===== config.mk =====
export PLATFORM = sky130hd
export DESIGN_NAME = ps2_kbd_rx
export DESIGN_NICKNAME = d
export VERILOG_FILES = /design/src/design/ps2_kbd_pkg.sv /design/src/design/ps2_frame_receiver.sv /design/src/design/ps2_kbd_rx.sv /design/src/design/rx_output_register.sv /design/src/design/scan_code_decoder.sv
export SDC_FILE = /design/constraint.sdc
export NUM_CORES = 1
export LEC_CHECK = 0
export ABC_AREA = 1
export BUFFER_PORTS_ARGS = -buffer_cell sky130_fd_sc_hd__buf_2
export CORE_MARGIN = 1.5
export CORE_UTILIZATION = 55
export CTS_CLUSTER_DIAMETER = 200
export DETAILED_ROUTE_END_ITERATION = 10
export GPL_ROUTABILITY_DRIVEN = 0
export PLACE_DENSITY = 0.73
export SLEW_MARGIN = 20
export SYNTH_ARGS = -nofsm -noshare
export SYNTH_HDL_FRONTEND = slang
export SYNTH_HIERARCHICAL = 1
export SYNTH_SLANG_ARGS = --single-unit
export TNS_END_PERCENT = 1

===== constraint.sdc =====
create_clock -name clk -period 4.1 [get_ports clk]
set_clock_uncertainty 0.1 [all_clocks]
set_input_delay 0.41 -clock clk [delete_from_list [all_inputs] [get_ports clk]]
set_output_delay 0.41 -clock clk [all_outputs]
set_load 0.1 [all_outputs]

===== src/design/ps2_kbd_pkg.sv =====
package ps2_kbd_pkg;

  // --------------------------------------------------------------------------
  // frame layout
  // --------------------------------------------------------------------------

  // one frame from the keyboard is a start bit, eight data bits sent LSB
  // first, an odd parity bit and a stop bit
  localparam int frame_bits = 11;

  // one byte as sent by the keyboard
  typedef logic [7:0] scan_code_t;

  // the whole frame as it sits in the shift register once all bits are in,
  // with the start bit at bit 0 and the stop bit at the top
  typedef logic [frame_bits-1:0] frame_t;

  // received bit count, runs from 0 up to frame_bits and no further
  typedef logic [3:0] bit_count_t;

  // --------------------------------------------------------------------------
  // scan codes that need special handling
  // --------------------------------------------------------------------------

  // prefix sent ahead of the keys that were added on the extended keyboard
  localparam scan_code_t extend_code = 8'hE0;

  // prefix sent ahead of the code of a key that is let go
  localparam scan_code_t release_code = 8'hF0;

  // the two shift keys are tracked into one shift level
  localparam scan_code_t left_shift_code  = 8'h12;
  localparam scan_code_t right_shift_code = 8'h59;

  // --------------------------------------------------------------------------
  // state machines
  // --------------------------------------------------------------------------

  // follows the synchronized keyboard clock; the two marks last one cycle
  // each and flag an edge of the keyboard clock
  typedef enum logic [1:0] {
    clock_high,
    clock_low,
    falling_mark,
    rising_mark
  } line_state_e;

  // the host side of the receiver, holding means a code waits to be read
  typedef enum logic {
    idle,
    holding
  } ready_state_e;

endpackage


===== src/design/ps2_frame_receiver.sv =====
`timescale 1ns/1ps

module ps2_frame_receiver #(
  parameter int idle_timeout_cycles = 1200
) (
  input  logic                    clk,
  input  logic                    reset,
  input  logic                    ps2_clk,
  input  logic                    ps2_data,
  output logic                    frame_done,
  output ps2_kbd_pkg::scan_code_t frame_code
);

  import ps2_kbd_pkg::*;

  // wide enough to hold the timeout value itself
  localparam int idle_count_bits = $clog2(idle_timeout_cycles + 1);

  logic                       ps2_clk_s;
  logic                       ps2_data_s;
  line_state_e                line_state;
  line_state_e                line_state_next;
  logic                       bit_strobe;
  frame_t                     shift_reg;
  bit_count_t                 bit_count;
  logic [idle_count_bits-1:0] idle_count;
  logic                       idle_expired;

  // --------------------------------------------------------------------------
  // input synchronizers
  // --------------------------------------------------------------------------

  // both lines are slow open-drain signals with pullups, so one flop each
  // is enough to keep the state machine from seeing a half-settled level
  // the clock flop starts high so the end of reset never looks like an edge
  always_ff @(posedge clk)
  begin
    if (reset)
      ps2_clk_s <= 1'b1;
    else
      ps2_clk_s <= ps2_clk;
  end

  always_ff @(posedge clk)
  begin
    ps2_data_s <= ps2_data;
  end

  // --------------------------------------------------------------------------
  // keyboard clock tracking
  // --------------------------------------------------------------------------

  always_ff @(posedge clk)
  begin
    if (reset)
      line_state <= clock_high;
    else
      line_state <= line_state_next;
  end

  // each mark state lasts exactly one cycle and then settles into the level
  // that the line went to
  always_comb
  begin
    line_state_next = line_state;
    case (line_state)
      clock_high:
        if (!ps2_clk_s)
          line_state_next = falling_mark;
      falling_mark:
        line_state_next = clock_low;
      clock_low:
        if (ps2_clk_s)
          line_state_next = rising_mark;
      rising_mark:
        line_state_next = clock_high;
      default:
        line_state_next = clock_high;
    endcase
  end

  // the keyboard sets up data while its clock is high, so the bit is taken
  // in the cycle that marks the falling edge
  assign bit_strobe = (line_state == falling_mark);

  // --------------------------------------------------------------------------
  // idle watchdog
  // --------------------------------------------------------------------------

  // counts only while the keyboard clock sits high and stops at the limit
  // a clock that stays high this long means the frame was broken off, for
  // example by unplugging the keyboard in the middle of a byte
  always_ff @(posedge clk)
  begin
    if (reset || line_state != clock_high)
      idle_count <= '0;
    else if (!idle_expired)
      idle_count <= idle_count + 1'b1;
  end

  assign idle_expired = (line_state == clock_high) &&
                        (idle_count == idle_count_bits'(idle_timeout_cycles));

  // --------------------------------------------------------------------------
  // bit counter and shift register
  // --------------------------------------------------------------------------

  // the count clears in the cycle after the last bit, while frame_done is up
  always_ff @(posedge clk)
  begin
    if (reset || frame_done || idle_expired)
      bit_count <= '0;
    else if (bit_strobe)
      bit_count <= bit_count + 1'b1;
  end

  // bits enter at the top and move down, so after eleven shifts the start
  // bit ends up at bit 0 and the data byte at bits 8 to 1
  always_ff @(posedge clk)
  begin
    if (idle_expired)
      shift_reg <= '0;
    else if (bit_strobe)
      shift_reg <= {ps2_data_s, shift_reg[frame_bits-1:1]};
  end

  assign frame_done = (bit_count == bit_count_t'(frame_bits));

  // parity and stop bits are carried along but not checked
  assign frame_code = shift_reg[8:1];

  // the count must be cleared by frame_done before another bit can arrive
  a_bit_count_in_range: assert property (
    @(posedge clk) disable iff (reset)
    bit_count <= bit_count_t'(frame_bits)
  );

endmodule


===== src/design/ps2_kbd_rx.sv =====
`timescale 1ns/1ps

module ps2_kbd_rx #(
  parameter int idle_timeout_cycles = 1200,
  parameter bit trap_shift_keys     = 1'b0
) (
  input  logic                    clk,
  input  logic                    reset,
  input  logic                    ps2_clk,
  input  logic                    ps2_data,
  input  logic                    rx_read,
  output ps2_kbd_pkg::scan_code_t rx_scan_code,
  output logic                    rx_extended,
  output logic                    rx_released,
  output logic                    rx_shift_key_on,
  output logic                    rx_data_ready
);

  import ps2_kbd_pkg::*;

  logic       frame_done;
  scan_code_t frame_code;
  logic       report_strobe;
  scan_code_t report_code;
  logic       report_extended;
  logic       report_released;

  // serial frames in, one byte per completed frame out
  ps2_frame_receiver #(
    .idle_timeout_cycles (idle_timeout_cycles)
  ) i_frame_receiver (
    .clk        (clk),
    .reset      (reset),
    .ps2_clk    (ps2_clk),
    .ps2_data   (ps2_data),
    .frame_done (frame_done),
    .frame_code (frame_code)
  );

  // folds prefixes into flags and follows the shift keys
  scan_code_decoder #(
    .trap_shift_keys (trap_shift_keys)
  ) i_scan_code_decoder (
    .clk             (clk),
    .reset           (reset),
    .frame_done      (frame_done),
    .frame_code      (frame_code),
    .report_strobe   (report_strobe),
    .report_code     (report_code),
    .report_extended (report_extended),
    .report_released (report_released),
    .shift_key_on    (rx_shift_key_on)
  );

  // holds the last report for the host until it is read
  rx_output_register i_rx_output_register (
    .clk             (clk),
    .reset           (reset),
    .report_strobe   (report_strobe),
    .report_code     (report_code),
    .report_extended (report_extended),
    .report_released (report_released),
    .rx_read         (rx_read),
    .rx_scan_code    (rx_scan_code),
    .rx_extended     (rx_extended),
    .rx_released     (rx_released),
    .rx_data_ready   (rx_data_ready)
  );

endmodule


===== src/design/rx_output_register.sv =====
`timescale 1ns/1ps

module rx_output_register (
  input  logic                    clk,
  input  logic                    reset,
  input  logic                    report_strobe,
  input  ps2_kbd_pkg::scan_code_t report_code,
  input  logic                    report_extended,
  input  logic                    report_released,
  input  logic                    rx_read,
  output ps2_kbd_pkg::scan_code_t rx_scan_code,
  output logic                    rx_extended,
  output logic                    rx_released,
  output logic                    rx_data_ready
);

  import ps2_kbd_pkg::*;

  ready_state_e ready_state;
  ready_state_e ready_state_next;

  // --------------------------------------------------------------------------
  // output registers
  // --------------------------------------------------------------------------

  // there is no queue, a newer report simply replaces one not yet read
  always_ff @(posedge clk)
  begin
    if (reset)
    begin
      rx_scan_code <= '0;
      rx_extended  <= 1'b0;
      rx_released  <= 1'b0;
    end
    else if (report_strobe)
    begin
      rx_scan_code <= report_code;
      rx_extended  <= report_extended;
      rx_released  <= report_released;
    end
  end

  // --------------------------------------------------------------------------
  // data ready
  // --------------------------------------------------------------------------

  always_ff @(posedge clk)
  begin
    if (reset)
      ready_state <= idle;
    else
      ready_state <= ready_state_next;
  end

  // a report arriving in the same cycle as the read wins, so the fresh code
  // is not lost behind the read of the old one
  always_comb
  begin
    ready_state_next = ready_state;
    if (report_strobe)
      ready_state_next = holding;
    else if (rx_read)
      ready_state_next = idle;
  end

  assign rx_data_ready = (ready_state == holding);

  // data ready only comes up on the edge that also loads the registers
  a_ready_follows_report: assert property (
    @(posedge clk) disable iff (reset)
    $rose(rx_data_ready) |-> $past(report_strobe)
  );

endmodule


===== src/design/scan_code_decoder.sv =====
`timescale 1ns/1ps

module scan_code_decoder #(
  parameter bit trap_shift_keys = 1'b0
) (
  input  logic                    clk,
  input  logic                    reset,
  input  logic                    frame_done,
  input  ps2_kbd_pkg::scan_code_t frame_code,
  output logic                    report_strobe,
  output ps2_kbd_pkg::scan_code_t report_code,
  output logic                    report_extended,
  output logic                    report_released,
  output logic                    shift_key_on
);

  import ps2_kbd_pkg::*;

  logic is_extend;
  logic is_release;
  logic is_prefix;
  logic is_left_shift;
  logic is_right_shift;
  logic code_event;
  logic hold_extended;
  logic hold_released;
  logic left_shift_key;
  logic right_shift_key;

  // --------------------------------------------------------------------------
  // code classification
  // --------------------------------------------------------------------------

  assign is_extend      = (frame_code == extend_code);
  assign is_release     = (frame_code == release_code);
  assign is_prefix      = is_extend || is_release;
  assign is_left_shift  = (frame_code == left_shift_code);
  assign is_right_shift = (frame_code == right_shift_code);

  // any completed code that is not a prefix ends a key sequence
  // this is true for a shift code too, reported or not, since the prefix
  // flags belong to it and must not leak onto the next key
  assign code_event = frame_done && !is_prefix;

  // --------------------------------------------------------------------------
  // prefix flags
  // --------------------------------------------------------------------------

  // E0 and F0 may both come ahead of one key, in that order, so the flags
  // are set one by one and only cleared together
  always_ff @(posedge clk)
  begin
    if (reset || code_event)
    begin
      hold_extended <= 1'b0;
      hold_released <= 1'b0;
    end
    else if (frame_done)
    begin
      if (is_extend)
        hold_extended <= 1'b1;
      if (is_release)
        hold_released <= 1'b1;
    end
  end

  // --------------------------------------------------------------------------
  // shift key tracking
  // --------------------------------------------------------------------------

  // a shift code without a release prefix is a press, with one a release
  // typematic repeats of a held shift key just set the bit again
  always_ff @(posedge clk)
  begin
    if (reset)
    begin
      left_shift_key  <= 1'b0;
      right_shift_key <= 1'b0;
    end
    else if (frame_done)
    begin
      if (is_left_shift)
        left_shift_key <= !hold_released;
      if (is_right_shift)
        right_shift_key <= !hold_released;
    end
  end

  // shift stays on until both keys are up
  assign shift_key_on = left_shift_key || right_shift_key;

  // --------------------------------------------------------------------------
  // report
  // --------------------------------------------------------------------------

  // shift codes can be kept off the output entirely, then only shift_key_on
  // tells about them
  assign report_strobe = code_event &&
                         !(trap_shift_keys && (is_left_shift || is_right_shift));

  // flags come from the held bits, which still show the prefixes seen
  // before this code and clear on the next edge
  assign report_code     = frame_code;
  assign report_extended = hold_extended;
  assign report_released = hold_released;

  // a prefix is never reported by itself, it shows up as a held flag that
  // is waiting for the key that follows
  a_prefix_held_not_reported: assert property (
    @(posedge clk) disable iff (reset)
    (frame_done && is_prefix) |-> !report_strobe ##1 (hold_extended || hold_released)
  );

endmodule


== After elaboration in Yosys (flattened, before gate mapping) ==
Index checks and enable logic that the tools add are counted.
Storage, ports and cells
  ROM bits: 0
  output and inout bits: 12
  input port bits: 5
  memories kept: 0
  latch bits: 0
  register bits: 45
  word-level logic and storage cells: 50
  memory bits (writable): 0
Cells by class
  $mul: 0
  mux-type cells: 5
  add/sub/neg operators: 2
  equal/unequal tests: 11
  reductions and logical operators: 18
  order comparisons: 0
  divide/modulo/power cells: 0
  shift operators: 0
  bitwise operators: 0
Operators by type and width (number)
  equality test 8 bit, second input constant: 2
  adder 11 x 1 -> 11 bit, second input constant: 1
  equality test 11 bit, second input constant: 1
  AND reduction 2 bit: 5
  equality test 8 x 5 -> 1 bit, second input constant: 1
  equality test 8 x 7 -> 1 bit, second input constant: 1
  case mux 2 bit (4 select lines): 1
  logical OR 1 bit: 6
  adder 4 x 1 -> 4 bit, second input constant: 1
  equality test 2 bit, second input constant: 2
  equality test 4 bit, second input constant: 1
  two-way mux 2 bit: 2
  nonzero test 2 bit: 2
  equality test 2 x 1 -> 1 bit, second input constant: 1
  logical AND 1 bit: 2
  logical NOT 1 bit: 2
  logical NOT 2 bit: 1
  two-way mux 1 bit: 2
  inequality test 2 x 1 -> 1 bit, second input constant: 1
  inequality test 2 bit, second input constant: 1

== Longest topological paths before layout ==
Gate-level depths: netlist of run 1.
  word-level depth: 5
  mapped depth: 11
  gate-level depth less buffers: 9

== Cells and area by module ==
The synthesis of run 1 kept the hierarchy.
By module, submodules not included
  ps2_frame_receiver: cells an instance 183, times used 1, seq. area each 580.6 um^2, area each 1412.6 um^2
  rx_output_register: cells an instance 48, times used 1, seq. area each 220.2 um^2, area each 387.9 um^2
  scan_code_decoder: cells an instance 63, times used 1, seq. area each 80.1 um^2, area each 365.4 um^2

== Worst setup path before layout of run 1 ==
OpenSTA, ideal clock, no wires.
  path kind: register -> register
  from: register i_frame_receiver.bit_count[0]
  to: register i_rx_output_register.rx_extended
  path buffers: 1
  arrival: 1.316 ns
  path slack: 2.565 ns
  clock period less this slack: 1.535 ns
  cell stages (with the launch flop): 10
  setup time: 0.119 ns
  path through: dfxtp_1 > ha_1 > nand2_1 > nor2_1 > nand3_2 > inv_1 > inv_1 > buf_6 > nor2_1 > nor2_1
On the way
  word-level cells in the longest chain between the ends: 2
Ends and longest elaborated chain
  from (decl): line ps2_frame_receiver.sv:25  | bit_count_t bit_count;
  from (signal assigned): line ps2_frame_receiver.sv:114  | bit_count <= bit_count + 1'b1;
  equality test 4 bit: line ps2_frame_receiver.sv:127  | assign frame_done = (bit_count == bit_count_t'(frame_bits));
  named net frame_done: line ps2_kbd_rx.sv:21  | logic frame_done;
  logical AND 1 bit: line scan_code_decoder.sv:43  | assign code_event = frame_done && !is_prefix;
  named net report_strobe: line ps2_kbd_rx.sv:23  | logic report_strobe;
  to (signal assigned): line rx_output_register.sv:38  | rx_extended <= report_extended;
  to (decl): line rx_output_register.sv:12  | output logic rx_extended,
The timed path passes the listed nets, and every way through them passes these cells.
A chain may end at the register's enable or synchronous reset.

== Worst setup path after layout of run 1 ==
  from: register i_frame_receiver.bit_count[0]
  to: register i_rx_output_register.rx_scan_code[7]
On the way
  word-level cells in the longest chain between the ends: 2
Ends and longest elaborated chain
  equality test 4 bit: line ps2_frame_receiver.sv:127
  named net frame_done: line ps2_kbd_rx.sv:21
  logical AND 1 bit: line scan_code_decoder.sv:43
  named net report_strobe: line ps2_kbd_rx.sv:23
  to (signal assigned): line rx_output_register.sv:37  | rx_scan_code <= report_code;
  to (decl): line rx_output_register.sv:11  | output ps2_kbd_pkg::scan_code_t rx_scan_code,
The timed path passes the listed nets, and every way through them passes these cells.

==> results.cfg, run 1 <==
[die]
die_w_microns = 65.8
die_area_sq_um = 4320
fp.dieH_microns = 65.8
ioPinCount = 17
coreArea_sq_um = 3720
rows = 22
start_util_pct = 58.3

[flow_run]
maxCapViolCount = 0

[drt]
drtAntennaViolNets = 0
via_per_inst = 4.93
drc = 0
firstDrtPassIters = 4
via_count = 1707
routedWlPerCell_microns = 10.9
postRouteWirelength_microns = 3760
drt_iter0_drc = 90

[worst_setup_path]
start_kind = register
cp_top_family = simple AND/OR/NAND/NOR gates
crit_fanout = 11
worstPathCellList = ha_1 > nand2_1 > nor2_1 > nand3_2 > inv_1 > inv_1 > nor2_1 > nor2_1
crit_type = register to register
endpoint_kind = register
r2r_slack_ns = 2.17
cp_slowest_stage_delay_ns = 0.39
arrival_ns = 2.02
cp.required_ns = 4.20
crit_slowest_cell = dfxtp_1
cp_num_buf_inv = 2
critPathMostFrequentCell = nor2_1

[final_layout]
largest_reg_flops = 11
layout_commonest_cell = nand2_1
final_cell_mix = nand2_1 (54), nor2_1 (50), dfxtp_1 (44), inv_1 (42), buf_2 (16)
fin_util_pct = 60.2
areaGrowthSynthToFinish_pct = 3.35
num-nets-final = 308
drive_gt1_share_pct = 16.1
antenna_cells = 0
fillCellCount = 375

[yosys]
ys_seq_area_share_pct = 40.7
syn-num-nets = 305
synth_edf_count = 0
syn-cell-area_sq_um = 2170
netlist_instances = 294
synth_cell_type_count = 29
yosys.area.top_type = dfxtp_1
synthArstFlopShare_pct = 0
avgSynthCellArea_sq_um = 7.37
synth_top_area_share_pct = 40.7
yosys_warnings = 6
synth_area_leaders = dfxtp_1 (41%), nand2_1 (9.4%), nor2_1 (8.7%), inv_1 (7.3%), buf_4 (6.2%)
synth_flop_cell = dfxtp_1
ys_seq_elements = 44

[clock_network]
cts_tree = built
ctsHoldBuffers = 0
htree_levels = 2
postCtsResizedCells = 0
cts_buffers = 5
worstSkewPairLatency_ns = 0.30
cts_buffer_depth = 2
clockRootBuffer = clkbuf_8
path_clk_slew_ns = 0.07
cts_num_sinks = 44
post_cts.repair.setup_buffers = 0

[status]
outcome = finished clean

[timing]
tightest_slew_ns = 0.646
finalMaxSlewViolations = 0
rsz0062_at_grt = no
hold_violations = 0
relSlewSlack_pct = 56.9
setup_viol = 0
finalCritPeriodShare_pct = 47.0
fmax_mhz = 519
fin_crit_ns = 1.93
timing.setup.tns_ns = 0

[power]
leakage_nw = 1.10
peakVddDrop_mv = 0.352
powerDensity_nw_per_um2 = 539

[grt]
track_usage_pct = 19.6
grt_pass1_vias = 1510
grt_max_degree = 15
grt_first_pass_wirelength_microns = 6520
antenna_found_initial = 0
grt_overflow = 0

[min_path]
hold_class = input port to register

[placement]
io_buffers = 16
dpl.hpwl_microns = 2710
[worst paths after layout]
path / start / end / cells past startpoint
worst max-delay path: i_frame_receiver/bit_count[0] / i_rx_output_register/rx_scan_code[7] / 8
worst min-delay path: ps2_data / i_frame_receiver/ps2_data_s / 1
worst max register to register: i_frame_receiver/bit_count[0] / i_rx_output_register/rx_scan_code[7] / 8
worst min register to register: i_rx_output_register/rx_data_ready / i_rx_output_register/rx_data_ready / 2
[cell families after synthesis]
family | share of synthesized area (%)
AO/OA/AOI/OAI | 7.05
XOR/XNOR | 0.809
adder cells (fa/ha/maj) | 3.47
buffers and inverters | 15.8
flip-flops | 40.7
multiplexers | 5.66
AND/OR/NAND/NOR | 26.6
[per-stage QoR]
stage               total power [mW]  cells  setup slack, ns  cell area (sq um)  hold slack (ns)
global placement               0.920    338             2.26               2150            0.362
finish                          1.21    346             2.17               2240            0.108
global route                    1.29    346             1.98               2240            0.107
detailed placement             0.933    338             2.20               2150            0.360
floorplan                      0.959    294             2.57               2170            0.338
CTS                             1.21    346             2.18               2240            0.104
[cell type report]
class	count	area [sq um]	area share, %
timing repair buffer	16	80.1	3.58
tap	48	60.1	2.68
inverter	49	184	8.22
sequential	44	881	39.4
multi-input combinational	181	943	42.1
clock buffer	8	90.1	4.02
[routing by layer]
metal | vias up | share of wire [%] | global-route usage, %
li1 | 891 | - | -
met1 | 760 | 50 | 25.4
met2 | 49 | 42 | 30.3
met3 | 7 | 6.3 | 4.28
met4 | 0 | 1.6 | 10.2
met5 | - | 0 | 0
[power breakdown]
part | switching (mW) | internal, mW | leakage, nW | total [mW]
Sequential | 0.0766 | 0.500 | 0.359 | 0.577
Clock | 0.142 | 0.137 | 0.0455 | 0.279
Combinational | 0.194 | 0.157 | 0.695 | 0.351
[synth_stat cells, types with 2 or more instances]
cell and n:
mux2_2 10, nor3_1 4, nand3_2 2, nand2_1 54
o21ai_0 11, nor2_1 50, ha_1 6, a21oi_1 11
nand3_1 9, nand4_1 4, buf_6 2, or2_0 2
a21oi_2 2, nand2_2 2, o21ai_1 5, buf_4 18
inv_1 42, dfxtp_1 44, inv_2 6
Power figures use the tool's default switching activity.
==> run 2: changes to the inputs <==
ABC_AREA = 0   (was 1)
CORE_UTILIZATION = 52   (was 55)
clock period = 1.6 ns   (was 4.1 ns; I/O delays follow)
==> results.cfg, run 2 <==
[yosys]
yosys_warnings = 6
avgSynthCellArea_sq_um = 9.62
synth_top_area_share_pct = 43.6
syn-num-nets = 221
synth_flop_cell = dfxtp_1
synthArstFlopShare_pct = 0
syn-cell-area_sq_um = 2020
yosys.area.top_type = dfxtp_1
synth_edf_count = 0
ys_seq_area_share_pct = 43.6
netlist_instances = 210
synth_cell_type_count = 43
synthTopCellsByCount = dfxtp_1 (44), nor2_1 (26), mux2i_1 (23), buf_4 (16), a21oi_1 (10)
ys_seq_elements = 44
yosysMostFrequentCell = dfxtp_1
synth_area_leaders = dfxtp_1 (44%), mux2i_1 (11%), buf_4 (5.9%), nor2_1 (4.8%), ha_1 (3.7%)

[timing]
hold_violations = 0
finalMaxSlewViolations = 0
fin_crit_ns = 1.69
fin_ws_ns = -0.0895
hold_slack_ns = 0.0255
fmax_mhz = 592
rsz0062_at_grt = yes
relSlewSlack_pct = 68.7
setup_viol = 10
finalCritPeriodShare_pct = 106
tightest_slew_ns = 0.463

[die]
die_w_microns = 65.3
start_util_pct = 54.8
die_area_sq_um = 4270
rows = 22
fp.dieH_microns = 65.3
ioPinCount = 17
coreArea_sq_um = 3690

[clock_network]
cts_num_sinks = 44
clockRootBuffer = clkbuf_8
worstSkewPairLatency_ns = 0.30
cts_tree = built
cts_buffers = 5
htree_levels = 2
path_clk_slew_ns = 0.09
cts_buffer_depth = 2

[final_layout]
layout_commonest_cell = dfxtp_1
finalNonFillerCells = 280
final_cell_mix = dfxtp_1 (38), nor2_1 (26), mux2i_1 (22), buf_2 (16), buf_4 (15)
antenna_cells = 0
fillCellCount = 318
multi_input_area_sq_um = 996
fin_util_pct = 64.1
drive_gt1_share_pct = 26.7
largest_reg_flops = 11
num-nets-final = 242
seq_area_sq_um = 888
areaGrowthSynthToFinish_pct = 17.1
design_area_sq_um = 2370

[status]
violations = setup timing
outcome = complete, but fails checks

[min_path]
hold_class = input port to register

[worst_setup_path]
crit_slowest_cell = or4b_1
crit_fanout = 13
worstPathCellList = or4b_1 > o31a_1 > buf_12 > mux2i_2 > nor2_1
endpoint_kind = register
cp_top_family = simple AND/OR/NAND/NOR gates
start_kind = register
cp_num_buf_inv = 1
crit_type = register to register
cp.required_ns = 1.68
arrival_ns = 1.77
cp_slowest_stage_delay_ns = 0.50

[drt]
drtAntennaViolNets = 0
via_per_inst = 5.31
drt_iter0_drc = 112
via_count = 1486
routedWlPerCell_microns = 12.7
postRouteWirelength_microns = 3570
firstDrtPassIters = 4
drc = 0

[grt]
grt_max_degree = 22
grt_first_pass_wirelength_microns = 6240
grt_pass1_vias = 1462
grt_overflow = 0
antenna_found_initial = 0
track_usage_pct = 18.8

[placement]
placed_cell_area_sq_um = 2170
io_buffers = 16
dp.cells = 270
dpl.hpwl_microns = 2450

[power]
peakVddDrop_mv = 1.15
powerDensity_nw_per_um2 = 1470
fin_total_pwr_mw = 3.49
leakage_nw = 0.939

[flow_run]
maxCapViolCount = 0
## run 2: changes by cell type in the layout (fill, tap and decap cells not counted), sizes merged, moves of 5 or more
cell / previous run / this run
nor3: 4 / 10
o31ai: 0 / 5
o21ai: 16 / 1
nand3: 11 / 3
mux2i: 1 / 23
buf: 16 / 34
nor2: 52 / 27
nand2: 56 / 5
inv: 48 / 10
mux2: 10 / 0
## run 2: path summary, 6_finish.rpt
kind / from / to / slack (ns) / cells past startpoint
worst max-delay path: i_frame_receiver/shift_reg[4] / i_rx_output_register/rx_scan_code[1] / -0.09 / 5
worst min-delay path: rx_read / i_rx_output_register/rx_data_ready / 0.03 / 3
worst max register to register: i_frame_receiver/shift_reg[4] / i_rx_output_register/rx_scan_code[1] / -0.09 / 5
worst min register to register: i_frame_receiver/ps2_data_s / i_frame_receiver/shift_reg[10] / 0.38 / 2
## run 2: worst reg2reg max path: cells and delay by family, from the launching register on
kind / cells / cell delay, ns
AND/OR/NAND/NOR: 2 / 0.55
flip-flops: 1 / 0.32
AO/OA/AOI/OAI: 1 / 0.28
buffers and inverters: 1 / 0.16
multiplexers: 1 / 0.16
## run 2: cells by family (layout without fill, tap and decap cells)
kind of cell / after synthesis / in the layout / synth area share [%]
XOR/XNOR: 5 / 5 / 2.17
adder cells (fa/ha/maj): 6 / 6 / 3.72
AO/OA/AOI/OAI: 25 / 25 / 8.05
flip-flops: 44 / 44 / 43.6
AND/OR/NAND/NOR: 76 / 76 / 21.5
buffers and inverters: 31 / 53 / 9.60
multiplexers: 23 / 23 / 11.4
## run 2: power breakdown
group	switching (mW)	internal, mW
Clock	0.392	0.470
Combinational	0.552	0.593
Sequential	0.163	1.32
## run 2: what timing repair did
item | CTS | global route
endpoints found under the setup margin | 10 | 34
hold buffers | 2 | 0
endpoints found under the hold margin | 2 | 0
setup buffers | 0 | 0
gates resized for setup | 0 | 13
## run 2: per-layer routing
| layer | GRT usage, % | up-vias | wire (microns) |
|---|---|---|---|
| met5 | 0 | - | 0 |
| met4 | 9.38 | 0 | 71 |
| met3 | 3.60 | 8 | 91 |
| met2 | 33.3 | 22 | 1760 |
| met1 | 21.6 | 689 | 1650 |
| li1 | - | 767 | - |
## run 2: area by class of cell
cell class              count  area share, %
clock buffers               5           2.91
inverters                   9           1.43
multi-input cells         135           42.1
flip-flops and latches     44           37.5
repair buffers             36           11.5
clock inverters             3           1.96
well taps                  48           2.54
## run 2: through the flow
step           setup slack, ns  setup TNS (ns)
3_5_place_dp           -0.0738          -0.674
5_1_grt                 -0.186           -1.79
4_1_cts                -0.0845          -0.760
2_1_floorplan           -0.185           -1.68
6_report               -0.0895          -0.723
3_3_place_gp           -0.0567          -0.484
